$ cat src/source/cpu_pkg.sv
`default_nettype none

package cpu_pkg;

  // Address widths of the two memories
  localparam int RAM_WIDTH  = 13;
  localparam int VRAM_WIDTH = 10;

  typedef logic [7:0]            data_t;
  typedef logic [15:0]           addr_t;
  typedef logic [RAM_WIDTH-1:0]  ram_addr_t;
  typedef logic [VRAM_WIDTH-1:0] vram_addr_t;

  // Memory map
  localparam addr_t PROGRAM_START = 16'h0200;
  localparam addr_t VRAM_START    = 16'hE000;

  // Supported opcodes
  localparam data_t OP_JMP_ABS   = 8'h4C;
  localparam data_t OP_NOP       = 8'hEA;
  localparam data_t OP_LDA_IMM   = 8'hA9;
  localparam data_t OP_LDA_ZP    = 8'hA5;
  localparam data_t OP_LDA_ABS   = 8'hAD;
  localparam data_t OP_LDA_ABS_X = 8'hBD;
  localparam data_t OP_LDA_ABS_Y = 8'hB9;
  localparam data_t OP_LDX_IMM   = 8'hA2;
  localparam data_t OP_LDX_ZP    = 8'hA6;
  localparam data_t OP_LDX_ABS   = 8'hAE;
  localparam data_t OP_LDX_ABS_Y = 8'hBE;
  localparam data_t OP_LDY_IMM   = 8'hA0;
  localparam data_t OP_LDY_ZP    = 8'hA4;
  localparam data_t OP_LDY_ABS   = 8'hAC;
  localparam data_t OP_LDY_ABS_X = 8'hBC;
  localparam data_t OP_STA_ZP    = 8'h85;
  localparam data_t OP_STA_ZP_X  = 8'h95;
  localparam data_t OP_STA_ABS   = 8'h8D;
  localparam data_t OP_STA_ABS_X = 8'h9D;
  localparam data_t OP_STA_ABS_Y = 8'h99;

  // One byte read steps through FETCH_REQ and WAIT_DATA to a RECV stage
  typedef enum logic [2:0] {
    FETCH_REQ,
    WAIT_DATA,
    RECV_OPCODE,
    RECV_OP_LO,
    RECV_OP_HI,
    RECV_DATA,
    EXECUTE
  } fetch_stage_t;

  typedef enum logic [2:0] {
    IMM,
    ZP,
    ZP_X,
    ABS,
    ABS_X,
    ABS_Y,
    IMPLIED
  } addr_mode_t;

  typedef enum logic [1:0] {
    NONE,
    A,
    X,
    Y
  } target_t;

  typedef struct packed {
    addr_mode_t mode;
    target_t    target;
    logic       is_store;
    logic       is_jump;
    logic [1:0] length;
  } decode_t;

  typedef struct packed {
    logic      en;
    ram_addr_t addr;
    data_t     data;
  } ram_wr_t;

  typedef struct packed {
    logic       en;
    vram_addr_t addr;
    data_t      data;
  } vram_wr_t;

endpackage

`default_nettype wire

$ cat src/source/address_unit.sv
`default_nettype none

module address_unit (
  input  logic                clk,
  input  logic                rst_n,
  input  cpu_pkg::data_t      dout,
  input  logic                op_lo_load,
  input  logic                op_hi_load,
  input  logic                rd_sel,
  input  logic                store_go,
  input  cpu_pkg::addr_mode_t mode,
  input  cpu_pkg::addr_t      pc,
  input  cpu_pkg::data_t      a,
  input  cpu_pkg::data_t      x,
  input  cpu_pkg::data_t      y,
  output cpu_pkg::ram_addr_t  adb,
  output cpu_pkg::addr_t      target,
  output cpu_pkg::ram_wr_t    ram_wr,
  output cpu_pkg::vram_wr_t   vram_wr
);
  import cpu_pkg::*;

  data_t      op_lo;
  data_t      op_hi;
  addr_t      abs_addr;
  addr_t      vram_off;
  logic       to_vram;
  logic       ram_en;
  logic       vram_en;
  ram_addr_t  ram_addr;
  vram_addr_t vram_addr;
  data_t      wr_data;

  // Operand bytes arrive little endian
  always_ff @(posedge clk) begin
    if (op_lo_load) begin
      op_lo <= dout;
    end
    if (op_hi_load) begin
      op_hi <= dout;
    end
  end

  assign abs_addr = {op_hi, op_lo};

  always_comb begin
    case (mode)
      IMM, ZP: target = {8'h00, op_lo};
      // Zero page index wraps inside page zero
      ZP_X:    target = {8'h00, 8'(op_lo + x)};
      ABS_X:   target = abs_addr + addr_t'(x);
      ABS_Y:   target = abs_addr + addr_t'(y);
      default: target = abs_addr;
    endcase
  end

  assign adb = rd_sel ? target[RAM_WIDTH-1:0] : pc[RAM_WIDTH-1:0];

  // Store routing by memory map
  assign to_vram  = (target >= VRAM_START);
  assign vram_off = target - VRAM_START;

  always_ff @(posedge clk or negedge rst_n) begin
    if (!rst_n) begin
      ram_en  <= 1'b0;
      vram_en <= 1'b0;
    end else begin
      ram_en  <= store_go && !to_vram;
      vram_en <= store_go && to_vram;
    end
  end

  always_ff @(posedge clk) begin
    if (store_go) begin
      ram_addr  <= target[RAM_WIDTH-1:0];
      vram_addr <= vram_off[VRAM_WIDTH-1:0];
      wr_data   <= a;
    end
  end

  assign ram_wr  = '{en: ram_en, addr: ram_addr, data: wr_data};
  assign vram_wr = '{en: vram_en, addr: vram_addr, data: wr_data};

endmodule

`default_nettype wire

$ cat src/source/cpu_control.sv
`default_nettype none

module cpu_control (
  input  logic            clk,
  input  logic            rst_n,
  input  cpu_pkg::data_t  dout,
  output cpu_pkg::decode_t dec,
  output logic [1:0]      pc_step,
  output logic            pc_jump,
  output logic            op_lo_load,
  output logic            op_hi_load,
  output logic            reg_load,
  output logic            rd_sel,
  output logic            store_go
);
  import cpu_pkg::*;

  fetch_stage_t stage;
  // Which RECV stage follows the current byte read
  fetch_stage_t next_recv;
  data_t        opcode;
  decode_t      fresh;

  function automatic decode_t make_dec(addr_mode_t mode, target_t tgt,
                                       logic store, logic jump);
    decode_t d;
    d.mode     = mode;
    d.target   = tgt;
    d.is_store = store;
    d.is_jump  = jump;
    if (mode == IMPLIED) begin
      d.length = 2'd1;
    end else if (mode inside {IMM, ZP, ZP_X}) begin
      d.length = 2'd2;
    end else begin
      d.length = 2'd3;
    end
    return d;
  endfunction

  function automatic decode_t decode(data_t op);
    decode_t d;
    case (op)
      OP_JMP_ABS:   d = make_dec(ABS, NONE, 1'b0, 1'b1);
      OP_LDA_IMM:   d = make_dec(IMM, A, 1'b0, 1'b0);
      OP_LDA_ZP:    d = make_dec(ZP, A, 1'b0, 1'b0);
      OP_LDA_ABS:   d = make_dec(ABS, A, 1'b0, 1'b0);
      OP_LDA_ABS_X: d = make_dec(ABS_X, A, 1'b0, 1'b0);
      OP_LDA_ABS_Y: d = make_dec(ABS_Y, A, 1'b0, 1'b0);
      OP_LDX_IMM:   d = make_dec(IMM, X, 1'b0, 1'b0);
      OP_LDX_ZP:    d = make_dec(ZP, X, 1'b0, 1'b0);
      OP_LDX_ABS:   d = make_dec(ABS, X, 1'b0, 1'b0);
      OP_LDX_ABS_Y: d = make_dec(ABS_Y, X, 1'b0, 1'b0);
      OP_LDY_IMM:   d = make_dec(IMM, Y, 1'b0, 1'b0);
      OP_LDY_ZP:    d = make_dec(ZP, Y, 1'b0, 1'b0);
      OP_LDY_ABS:   d = make_dec(ABS, Y, 1'b0, 1'b0);
      OP_LDY_ABS_X: d = make_dec(ABS_X, Y, 1'b0, 1'b0);
      OP_STA_ZP:    d = make_dec(ZP, NONE, 1'b1, 1'b0);
      OP_STA_ZP_X:  d = make_dec(ZP_X, NONE, 1'b1, 1'b0);
      OP_STA_ABS:   d = make_dec(ABS, NONE, 1'b1, 1'b0);
      OP_STA_ABS_X: d = make_dec(ABS_X, NONE, 1'b1, 1'b0);
      OP_STA_ABS_Y: d = make_dec(ABS_Y, NONE, 1'b1, 1'b0);
      OP_NOP:       d = make_dec(IMPLIED, NONE, 1'b0, 1'b0);
      // Unknown opcodes run as one-byte no-ops
      default:      d = make_dec(IMPLIED, NONE, 1'b0, 1'b0);
    endcase
    return d;
  endfunction

  // Opcode on the bus in RECV_OPCODE, latched copy afterwards
  assign fresh = decode(dout);
  assign dec   = decode(opcode);

  // Data reads use the effective address
  assign rd_sel = (next_recv == RECV_DATA);

  always_comb begin
    pc_step    = 2'd0;
    pc_jump    = 1'b0;
    op_lo_load = 1'b0;
    op_hi_load = 1'b0;
    reg_load   = 1'b0;
    store_go   = 1'b0;
    case (stage)
      RECV_OPCODE: pc_step = 2'd1;
      RECV_OP_LO: begin
        pc_step    = 2'd1;
        op_lo_load = 1'b1;
      end
      RECV_OP_HI: begin
        pc_step    = 2'd1;
        op_hi_load = 1'b1;
      end
      RECV_DATA: reg_load = 1'b1;
      EXECUTE: begin
        pc_jump  = dec.is_jump;
        store_go = dec.is_store;
        // Only immediate loads finish here
        reg_load = (dec.target != NONE);
      end
      default: ;
    endcase
  end

  always_ff @(posedge clk or negedge rst_n) begin
    if (!rst_n) begin
      stage     <= FETCH_REQ;
      next_recv <= RECV_OPCODE;
      opcode    <= OP_NOP;
    end else begin
      case (stage)
        FETCH_REQ: stage <= WAIT_DATA;
        WAIT_DATA: stage <= next_recv;
        RECV_OPCODE: begin
          opcode    <= dout;
          stage     <= FETCH_REQ;
          next_recv <= (fresh.length == 2'd1) ? RECV_OPCODE : RECV_OP_LO;
        end
        RECV_OP_LO: begin
          if (dec.length == 2'd3) begin
            next_recv <= RECV_OP_HI;
            stage     <= FETCH_REQ;
          end else if (dec.mode == IMM || dec.is_store) begin
            stage <= EXECUTE;
          end else begin
            next_recv <= RECV_DATA;
            stage     <= FETCH_REQ;
          end
        end
        RECV_OP_HI: begin
          if (dec.is_store || dec.is_jump) begin
            stage <= EXECUTE;
          end else begin
            next_recv <= RECV_DATA;
            stage     <= FETCH_REQ;
          end
        end
        RECV_DATA, EXECUTE: begin
          next_recv <= RECV_OPCODE;
          stage     <= FETCH_REQ;
        end
        default: stage <= FETCH_REQ;
      endcase
    end
  end

endmodule

`default_nettype wire

$ cat src/source/cpu_top.sv
`default_nettype none

module cpu_top (
  input  logic                 clk,
  input  logic                 rst_n,
  input  cpu_pkg::data_t       dout,
  output cpu_pkg::data_t       din,
  output cpu_pkg::ram_addr_t   ada,
  output logic                 cea,
  output logic                 ceb,
  output cpu_pkg::ram_addr_t   adb,
  output cpu_pkg::vram_addr_t  v_ada,
  output logic                 v_cea,
  output cpu_pkg::data_t       v_din
);
  import cpu_pkg::*;

  decode_t    dec;
  logic [1:0] pc_step;
  logic       pc_jump;
  logic       op_lo_load;
  logic       op_hi_load;
  logic       reg_load;
  logic       rd_sel;
  logic       store_go;
  addr_t      pc;
  addr_t      eff_addr;
  data_t      reg_a;
  data_t      reg_x;
  data_t      reg_y;
  ram_wr_t    ram_wr;
  vram_wr_t   vram_wr;

  cpu_control u_control (
    .clk        (clk),
    .rst_n      (rst_n),
    .dout       (dout),
    .dec        (dec),
    .pc_step    (pc_step),
    .pc_jump    (pc_jump),
    .op_lo_load (op_lo_load),
    .op_hi_load (op_hi_load),
    .reg_load   (reg_load),
    .rd_sel     (rd_sel),
    .store_go   (store_go)
  );

  pc_unit u_pc (
    .clk    (clk),
    .rst_n  (rst_n),
    .step   (pc_step),
    .jump   (pc_jump),
    .target (eff_addr),
    .pc     (pc)
  );

  // Immediate operand is the low byte of the effective address
  register_file u_regs (
    .clk     (clk),
    .rst_n   (rst_n),
    .load    (reg_load),
    .target  (dec.target),
    .mode    (dec.mode),
    .operand (eff_addr[7:0]),
    .rd_data (dout),
    .a       (reg_a),
    .x       (reg_x),
    .y       (reg_y)
  );

  address_unit u_addr (
    .clk        (clk),
    .rst_n      (rst_n),
    .dout       (dout),
    .op_lo_load (op_lo_load),
    .op_hi_load (op_hi_load),
    .rd_sel     (rd_sel),
    .store_go   (store_go),
    .mode       (dec.mode),
    .pc         (pc),
    .a          (reg_a),
    .x          (reg_x),
    .y          (reg_y),
    .adb        (adb),
    .target     (eff_addr),
    .ram_wr     (ram_wr),
    .vram_wr    (vram_wr)
  );

  assign din   = ram_wr.data;
  assign ada   = ram_wr.addr;
  assign cea   = ram_wr.en;
  // Read port is always enabled
  assign ceb   = 1'b1;
  assign v_ada = vram_wr.addr;
  assign v_cea = vram_wr.en;
  assign v_din = vram_wr.data;

endmodule

`default_nettype wire

$ cat src/source/pc_unit.sv
`default_nettype none

module pc_unit (
  input  logic           clk,
  input  logic           rst_n,
  input  logic [1:0]     step,
  input  logic           jump,
  input  cpu_pkg::addr_t target,
  output cpu_pkg::addr_t pc
);
  import cpu_pkg::*;

  addr_t stepped;
  addr_t jump_pc;

  // Program space is the 13-bit RAM, so both paths wrap there
  assign stepped = pc + addr_t'(step);
  assign jump_pc = addr_t'(target[RAM_WIDTH-1:0]);

  always_ff @(posedge clk or negedge rst_n) begin
    if (!rst_n) begin
      pc <= PROGRAM_START;
    end else if (jump) begin
      pc <= jump_pc;
    end else if (step != 2'd0) begin
      pc <= addr_t'(stepped[RAM_WIDTH-1:0]);
    end
  end

endmodule

`default_nettype wire

$ cat src/source/register_file.sv
`default_nettype none

module register_file (
  input  logic                clk,
  input  logic                rst_n,
  input  logic                load,
  input  cpu_pkg::target_t    target,
  input  cpu_pkg::addr_mode_t mode,
  input  cpu_pkg::data_t      operand,
  input  cpu_pkg::data_t      rd_data,
  output cpu_pkg::data_t      a,
  output cpu_pkg::data_t      x,
  output cpu_pkg::data_t      y
);
  import cpu_pkg::*;

  data_t load_val;

  // Immediate loads take the operand byte, all others the memory byte
  assign load_val = (mode == IMM) ? operand : rd_data;

  always_ff @(posedge clk or negedge rst_n) begin
    if (!rst_n) begin
      a <= '0;
      x <= '0;
      y <= '0;
    end else if (load) begin
      case (target)
        A: a <= load_val;
        X: x <= load_val;
        Y: y <= load_val;
        default: ;
      endcase
    end
  end

endmodule

`default_nettype wire
$ cat config.mk
export PLATFORM = sky130hd
export DESIGN_NAME = cpu_top
export DESIGN_NICKNAME = d
export VERILOG_FILES = /design/src/source/cpu_pkg.sv /design/src/source/address_unit.sv /design/src/source/cpu_control.sv /design/src/source/cpu_top.sv /design/src/source/pc_unit.sv /design/src/source/register_file.sv
export SDC_FILE = /design/constraint.sdc
export NUM_CORES = 1
export LEC_CHECK = 0
export BUFFER_PORTS_ARGS = -buffer_cell sky130_fd_sc_hd__buf_4
export CORE_ASPECT_RATIO = 2
export CORE_MARGIN = 1.5
export CORE_UTILIZATION = 25
export DETAILED_ROUTE_END_ITERATION = 10
export PLACE_DENSITY_LB_ADDON = 0.05
export SYNTH_ARGS = -nofsm -noshare
export SYNTH_HDL_FRONTEND = slang
export SYNTH_SLANG_ARGS = --single-unit
$ cat constraint.sdc
create_clock -name clk -period 12.6 [get_ports clk]
set_input_delay 0.63 -clock clk [delete_from_list [all_inputs] [get_ports clk]]
set_output_delay 0.63 -clock clk [all_outputs]
set_load 0.01 [all_outputs]
==> results of run 1 <==
metrics by stage:
| stage | instance area, um2 | power, mW | cells | hold WS, ps |
|---|---|---|---|---|
| CTS | 6630 | 0.650 | 912 | 369 |
| detailed placement | 6280 | 0.324 | 896 | 438 |
| floorplan | 5690 | 0.313 | 596 | 334 |
| global placement | 6280 | 0.324 | 896 | 438 |
| finish | 6630 | 0.639 | 912 | 330 |
| global route | 6630 | 0.660 | 912 | 389 |
cell type report:
class	instances	area (um2)
Multi-Input combinational cell	437	2900
Timing Repair Buffer	67	503
Inverter	22	82.6
Clock inverter	7	123
Clock buffer	9	225
Fill cell	2343	15900
Sequential cell	90	2450
Tap cell	280	350
report_power, final:
group          internal, mW  switching (mW)
combinational       0.00283          0.0103
clock                 0.195           0.127
sequential            0.304               0
total                 0.502           0.137
kinds of logic after synthesis:
family	count (synthesis)	synth area share
other	1	0.000659
muxes	24	0.0466
DFF	90	0.430
xor gates and xnor gates	22	0.0338
adders and majority gates	19	0.0444
and+or+nand+nor	216	0.199
AOI/OAI and AO/OA	155	0.184
buffers and inverters	69	0.0620
critical path: cells and delay by family, from the launching register on:
kind	cells	cell delay [ps]
compound gates	5	1650
xor+xnor	1	220
fa+ha+maj	2	660
buf+inv	1	200
flops	1	570
mux	1	370
simple gates	5	1270
metal layers:
layer | part of all wire | wire [um] | GRT usage | vias up
met4 | 0.033 | 637 | 0.0762 | 0
met2 | 0.58 | 11000 | 0.321 | 119
met3 | 0.031 | 588 | 0.0271 | 29
met1 | 0.36 | 6910 | 0.177 | 2319
met5 | 0 | 0 | 0 | -
li1 | - | - | - | 2258
cell usage in the layout, fill, tap and decap left out, drive strengths merged, types with 4 or more instances in the layout:
cell type and instances:
nand2 73, buf 67, dfrtp 46, edfxtp 37
nor2 34, a21oi 31, o21ai 29, inv 24
nor3 21, nand3 20, mux2 20, ha 17
xnor2 14, a31oi 13, o211ai 11, o31ai 11
or4 10, clkbuf 9, nand2b 8, xor2 8
o2111ai 7, o221ai 7, dfstp 7, nor2b 6
and2 6, a211oi 6, o22ai 6, or2 5
and3 4, nand4bb 4, mux2i 4, nand4 4
how the worst max path moves through the flow:
stage | endpoint | slack [ps] | cells past startpoint
floorplan | adb[6] | 8020 | 15
global placement | adb[6] | 7130 | 15
detailed placement | adb[6] | 7000 | 15
CTS | adb[6] | 6600 | 15
global route | adb[6] | 6350 | 15
finish | adb[6] | 6660 | 15
state kept, by name, indices dropped and copies added, names as in the netlist:
name,count
u_addr.wr_data,8
u_control.next_recv,3
u_regs.y,8
u_addr.op_lo,8
u_control.opcode,8
u_addr.vram_en,1
u_addr.ram_en,1
u_addr.vram_addr,9
u_addr.op_hi,8
u_regs.a,8
u_addr.ram_addr,4
u_pc.pc,13
u_control.stage,3
u_regs.x,8
cells in the mapped netlist, drive strengths merged, types with 7 or more instances:
cell / number
dfstp: 7
inv: 22
nor3: 21
o31ai: 11
dfrtp: 46
buf: 27
clkbuf: 20
ha: 17
o2111ai: 7
xor2: 8
nand2b: 8
xnor2: 14
nand2: 73
nor2: 34
a21oi: 31
edfxtp: 37
o221ai: 7
mux2: 20
o211ai: 11
or4: 10
a31oi: 13
nand3: 20
o21ai: 29
==> impl_metrics.csv, run 1 <==
group,metric,value,unit
critical_path,r2r-start,"u_control.opcode[6]",
logic_synthesis,syn-instance-count,596,
critical_path,path_class,"reg -> out",
global_routing,grt_pass1_wl,29000,um
cells_and_area,areaGrowthSynthToFinish,16.4,%
logic_synthesis,synth_area_per_cell,9.55,um2
logic_synthesis,synth-main-ff-cell,"dfrtp_1",
critical_path,critical_path.max_stage_delay,810,ps
global_routing,grt_antenna_before_repair,0,
pwr,ir_drop,0.0433,mV
clock_tree,cts_resized,0,
timing,measured_slew_at_the_worst_slew_check_pin,1140,ps
timing,setup_viol_count_final,0,
global_routing,first_global_vias,4886,
logic_synthesis,yosysTopAreaCellShare,0.202,
detailed_routing,detail_route.first_pass.iterations,4,
pwr,power_density,96.4,nW/um2
critical_path,reg2reg_setup_slack,7620,ps
clock_tree,clock_insertion_delay_worst_skew,370,ps
critical_path,crit_chain,"or4b_4 -> nor3_2 -> o21bai_1 -> and2_1 -> nor2_2 -> mux2_1 -> ha_1 -> fa_1 -> a21oi_1 -> o2111ai_1 -> xnor2_1 -> nor2_1 -> a221oi_1 -> o21ai_0 -> buf_4",
global_routing,globalRouteTotalUtil,0.170,
critical_path,setup.worst_path.start,"u_control.opcode[6]",
logic_synthesis,area_contributors_post_synth,"dfrtp_1, edfxtp_1, nand2_1",
timing,setup-tns-final,0,ps
cells_and_area,design.final.nets,656,
logic_synthesis,synth_area_leader_cell,"dfrtp_1",
detailed_routing,post_drt_via_cell_ratio,5.18,
floorplanning,number_of_top_level_pins,65,
floorplanning,floorplan.die_area,23700,um2
clock_tree,cts-htree-levels,3,
timing,max_slew_margin,0.240,
detailed_routing,drt_wl_total,19200,um
timing,timing.final.crit_share,0.471,
timing,worst_slack,6660,ps
clock_tree,numClockSinks,90,
global_routing,grt_max_degree,54,
clock_tree,cts_buffers,9,
clock_tree,cell_at_the_root_of_the_clock_tree,"clkbuf_16",
clock_tree,clk_pin_slew_worst_paths,70,ps
pwr,cellLeakagePower,2.59,nW
floorplanning,die_w,110,um
run_status,status,"completed",
floorplanning,start_util,0.253,
clock_tree,ctsHoldBuffers,0,
timing,min_period,5940,ps
timing,setup_repair_after_global_routing_missed_its_margin,"no",
critical_path,worst-endpoint-arrival,5310,ps
logic_synthesis,syn_nets,625,
logic_synthesis,synth_area,5690,um2
cells_and_area,fraction_of_final_layout_cells_sized_beyond_drive_strength_1,0.188,
detailed_routing,drt-wirelength-per-cell,21.0,um
critical_path,regToRegEndpoint,"u_regs.a[6]",
floorplanning,rows,78,
place,dp.final_hpwl,14500,um
place,port-buffer-count,63,
logic_synthesis,ys_seq_elements,90,
floorplanning,core_region_area,22500,um2
critical_path,startpoint_type,"register",
logic_synthesis,yosysUniqueCellTypes,70,
detailed_routing,drt.antenna.violating_nets,0,
logic_synthesis,synth-warning-count,0,
critical_path,crit_required,11970,ps
place,dp_slack,7000,ps
clock_tree,tritoncts_clock_tree,"done",
global_routing,grt_overflow_total,0,
logic_synthesis,async_flop_share,0.589,
timing,hold_violations,0,
worst_hold_path,type_of_the_most_critical_hold_path,"in -> async",
timing,max_clock_freq,0.168,GHz
timing,finClkSkew,8.62,ps
detailed_routing,detail_route.iter0.violations,216,
critical_path,register_to_register_path_depth,14,
timing,number_of_slew_limit_violations_in_the_final_report,0,
place,place_congestion,0.886,
job,maxCapViolations,0,
critical_path,worst_path_max_delay_cell,"a221oi_1",
cells_and_area,layout.core_utilization,0.294,
detailed_routing,via_count,4725,
logic_synthesis,seq_area_frac_synth,0.430,
clock_tree,clk_path_buf_depth,2,
logic_synthesis,synth_enable_flop_cells,37,
floorplanning,die_ht,216,um
detailed_routing,detail_route.drc_violations,0,
critical_path,worstSetupEndpointType,"primary output",
critical_path,critical_path.max_fanout,8,
clock_tree,postCtsSetupBuffers,0,
cells_and_area,antenna_cells,0,
Power figures use the tool's default switching activity.
==> run 2, diff against run 1 <==
==> constraint.sdc (replaced) <==
create_clock -name clk -period 5.6 [get_ports clk]
set_input_delay 0.28 -clock clk [delete_from_list [all_inputs] [get_ports clk]]
set_output_delay 0.28 -clock clk [all_outputs]
set_load 0.01 [all_outputs]
==> impl_metrics.csv, run 2 (synthesized netlist as in run 1, its figures left out) <==
group,metric,value,unit
place,port-buffer-count,63,
timing,min_period,5180,ps
cells_and_area,design.final.nets,661,
cells_and_area,ff_latch_area,2450,um2
clock_tree,clk_pin_slew_worst_paths,70,ps
timing,max_slew_margin,0.193,
cells_and_area,non_filler_instance_count_after_layout,917,
critical_path,crit_required,5320,ps
timing,setup_repair_after_global_routing_missed_its_margin,"no",
timing,setup_viol_count_final,0,
detailed_routing,detail_route.iter0.violations,236,
cells_and_area,final_cell_mix,"nand2_1, buf_4, dfrtp_1, edfxtp_1, nor2_1",
cells_and_area,largest_regs,"u_pc.pc: 13 flops, u_addr.vram_addr: 9 flops",
timing,measured_slew_at_the_worst_slew_check_pin,1210,ps
pwr,netSwitchingPower,0.309,mW
timing,max_clock_freq,0.193,GHz
job,maxCapViolations,0,
timing,setup-tns-final,0,ps
floorplanning,floorplan.die_area,23700,um2
clock_tree,postCtsSetupBuffers,0,
detailed_routing,drt.antenna.violating_nets,0,
pwr,power.share.switching,0.230,
timing,timing.final.crit_share,0.925,
cells_and_area,multiInputGateArea,2900,um2
floorplanning,start_util,0.253,
cells_and_area,largest-register,"u_pc.pc",
clock_tree,cts_buffers,9,
timing,finClkSkew,10.8,ps
critical_path,path_class,"reg -> out",
timing,hold_violations,17,
pwr,power_report.internal_total,1.04,mW
global_routing,grt_antenna_before_repair,0,
critical_path,worstSetupEndpointType,"primary output",
clock_tree,ctsHoldBuffers,0,
global_routing,globalRouteTotalUtil,0.175,
cells_and_area,largest_register_ffs,13,
detailed_routing,drt_wl_total,19400,um
run_status,status,"complete, but fails checks",
clock_tree,cts_resized,0,
cells_and_area,fraction_of_final_layout_cells_sized_beyond_drive_strength_1,0.190,
clock_tree,cts-htree-levels,3,
floorplanning,core_region_area,22500,um2
pwr,cellLeakagePower,2.59,nW
pwr,share_clk_of_total_power,0.469,
place,placed_cells,901,
place,dp.final_hpwl,14800,um
global_routing,grt_overflow_total,0,
place,place_congestion,0.868,
pwr,share_seq_of_total_power,0.509,
critical_path,critical_path.max_fanout,8,
cells_and_area,nFillCells,2353,
detailed_routing,detail_route.drc_violations,0,
critical_path,setup.worst_path.start,"u_control.opcode[6]",
floorplanning,die_w,110,um
global_routing,grt_pass1_wl,29600,um
cells_and_area,final_common_cell,"nand2_1",
pwr,share_comb_of_total_power,0.022,
detailed_routing,post_drt_via_cell_ratio,5.19,
detailed_routing,detail_route.first_pass.iterations,4,
clock_tree,clock_insertion_delay_worst_skew,380,ps
global_routing,first_global_vias,4876,
clock_tree,cell_at_the_root_of_the_clock_tree,"clkbuf_16",
clock_tree,clk_path_buf_depth,2,
floorplanning,die_ht,216,um
clock_tree,numClockSinks,90,
pwr,power_density,204,nW/um2
run_status,failed_checks,"hold timing",
pwr,ir_drop,0.113,mV
floorplanning,number_of_top_level_pins,65,
worst_hold_path,type_of_the_most_critical_hold_path,"in -> async",
detailed_routing,via_count,4757,
clock_tree,tritoncts_clock_tree,"done",
critical_path,worst-endpoint-arrival,4900,ps
timing,number_of_slew_limit_violations_in_the_final_report,0,
critical_path,startpoint_type,"register",
detailed_routing,drt-wirelength-per-cell,21.2,um
critical_path,r2r-start,"u_control.opcode[6]",
cells_and_area,areaGrowthSynthToFinish,16.0,%
cells_and_area,antenna_cells,0,
timing,finalHoldWorstSlack,-20.0,ps
global_routing,grt_max_degree,54,
floorplanning,rows,78,
run 2: cell count changes in the layout (fill, tap and decap cells not counted):
cell	before	now
clkinv_4	0	1
bufinv_16	3	1
clkinv_1	0	1
inv_6	2	0
clkinvlp_4	2	1
buf_4	67	72
clkinv_2	0	1
clkbuf_1	0	2
run 2: path summary, 6_finish.rpt:
check | end | slack, ps | cells after the start
setup / recovery | adb[6] | 420 | 15
hold / removal | u_pc.pc[10] | -20 | 1
setup reg to reg | u_addr.vram_en | 880 | 14
hold reg to reg | u_addr.wr_data[7] | 450 | 0
max in group asynchronous | u_regs.a[7] | 5090 | 1
min in group clk | u_addr.op_hi[7] | 190 | 1
run 2: per-layer routing:
layer | up-vias | GRT usage | part of all wire
met5 | - | 0 | 0
met1 | 2377 | 0.178 | 0.37
met2 | 88 | 0.337 | 0.58
met3 | 20 | 0.0322 | 0.026
li1 | 2272 | - | -
met4 | 0 | 0.0697 | 0.026
run 2: final cells by class:
cell class / count / area share
multi-input cells: 437 / 0.439
clock buffers: 11 / 0.0352
clock inverters: 5 / 0.00833
repair buffers: 72 / 0.0818
well taps: 280 / 0.0530
flip-flops and latches: 90 / 0.370
inverters: 22 / 0.0125
run 2: stage by stage:
| stage | hold WS, ps | instance area, um2 | power (mW) | util | worst slack (ps) |
|---|---|---|---|---|---|
| 5_1_grt | 43.0 | 6610 | 1.39 | 0.293 | 94.9 |
| 4_1_cts | 16.6 | 6610 | 1.37 | 0.293 | 376 |
| 2_1_floorplan | -15.6 | 5690 | 0.704 | - | 1370 |
| 3_5_place_dp | 421 | 6320 | 0.730 | 0.280 | 808 |
| 3_3_place_gp | 424 | 6320 | 0.729 | 0.280 | 912 |
| 6_report | -20.0 | 6610 | 1.34 | 0.293 | 420 |
run 2: power groups by stage:
stage / combinational [mW] / clock (mW) / sequential [mW]
floorplan: 0.00603 / 0 / 0.698
global placement: 0.0315 / 0 / 0.698
detailed placement: 0.0319 / 0 / 0.698
CTS: 0.0319 / 0.658 / 0.684
global route: 0.0333 / 0.673 / 0.684
finish: 0.0297 / 0.630 / 0.685
run 2: worst max-delay path: stages, from the launching register on:
cell	delay, ps
dfstp_2	580
or4b_4	500
nor3_2	170
o21bai_1	130
and2_1	170
nor2_2	360
mux2_1	380
ha_1	220
fa_1	410
a21oi_1	290
o2111ai_1	220
xnor2_1	180
nor2_1	60
a221oi_1	480
o21ai_0	180
buf_4	190
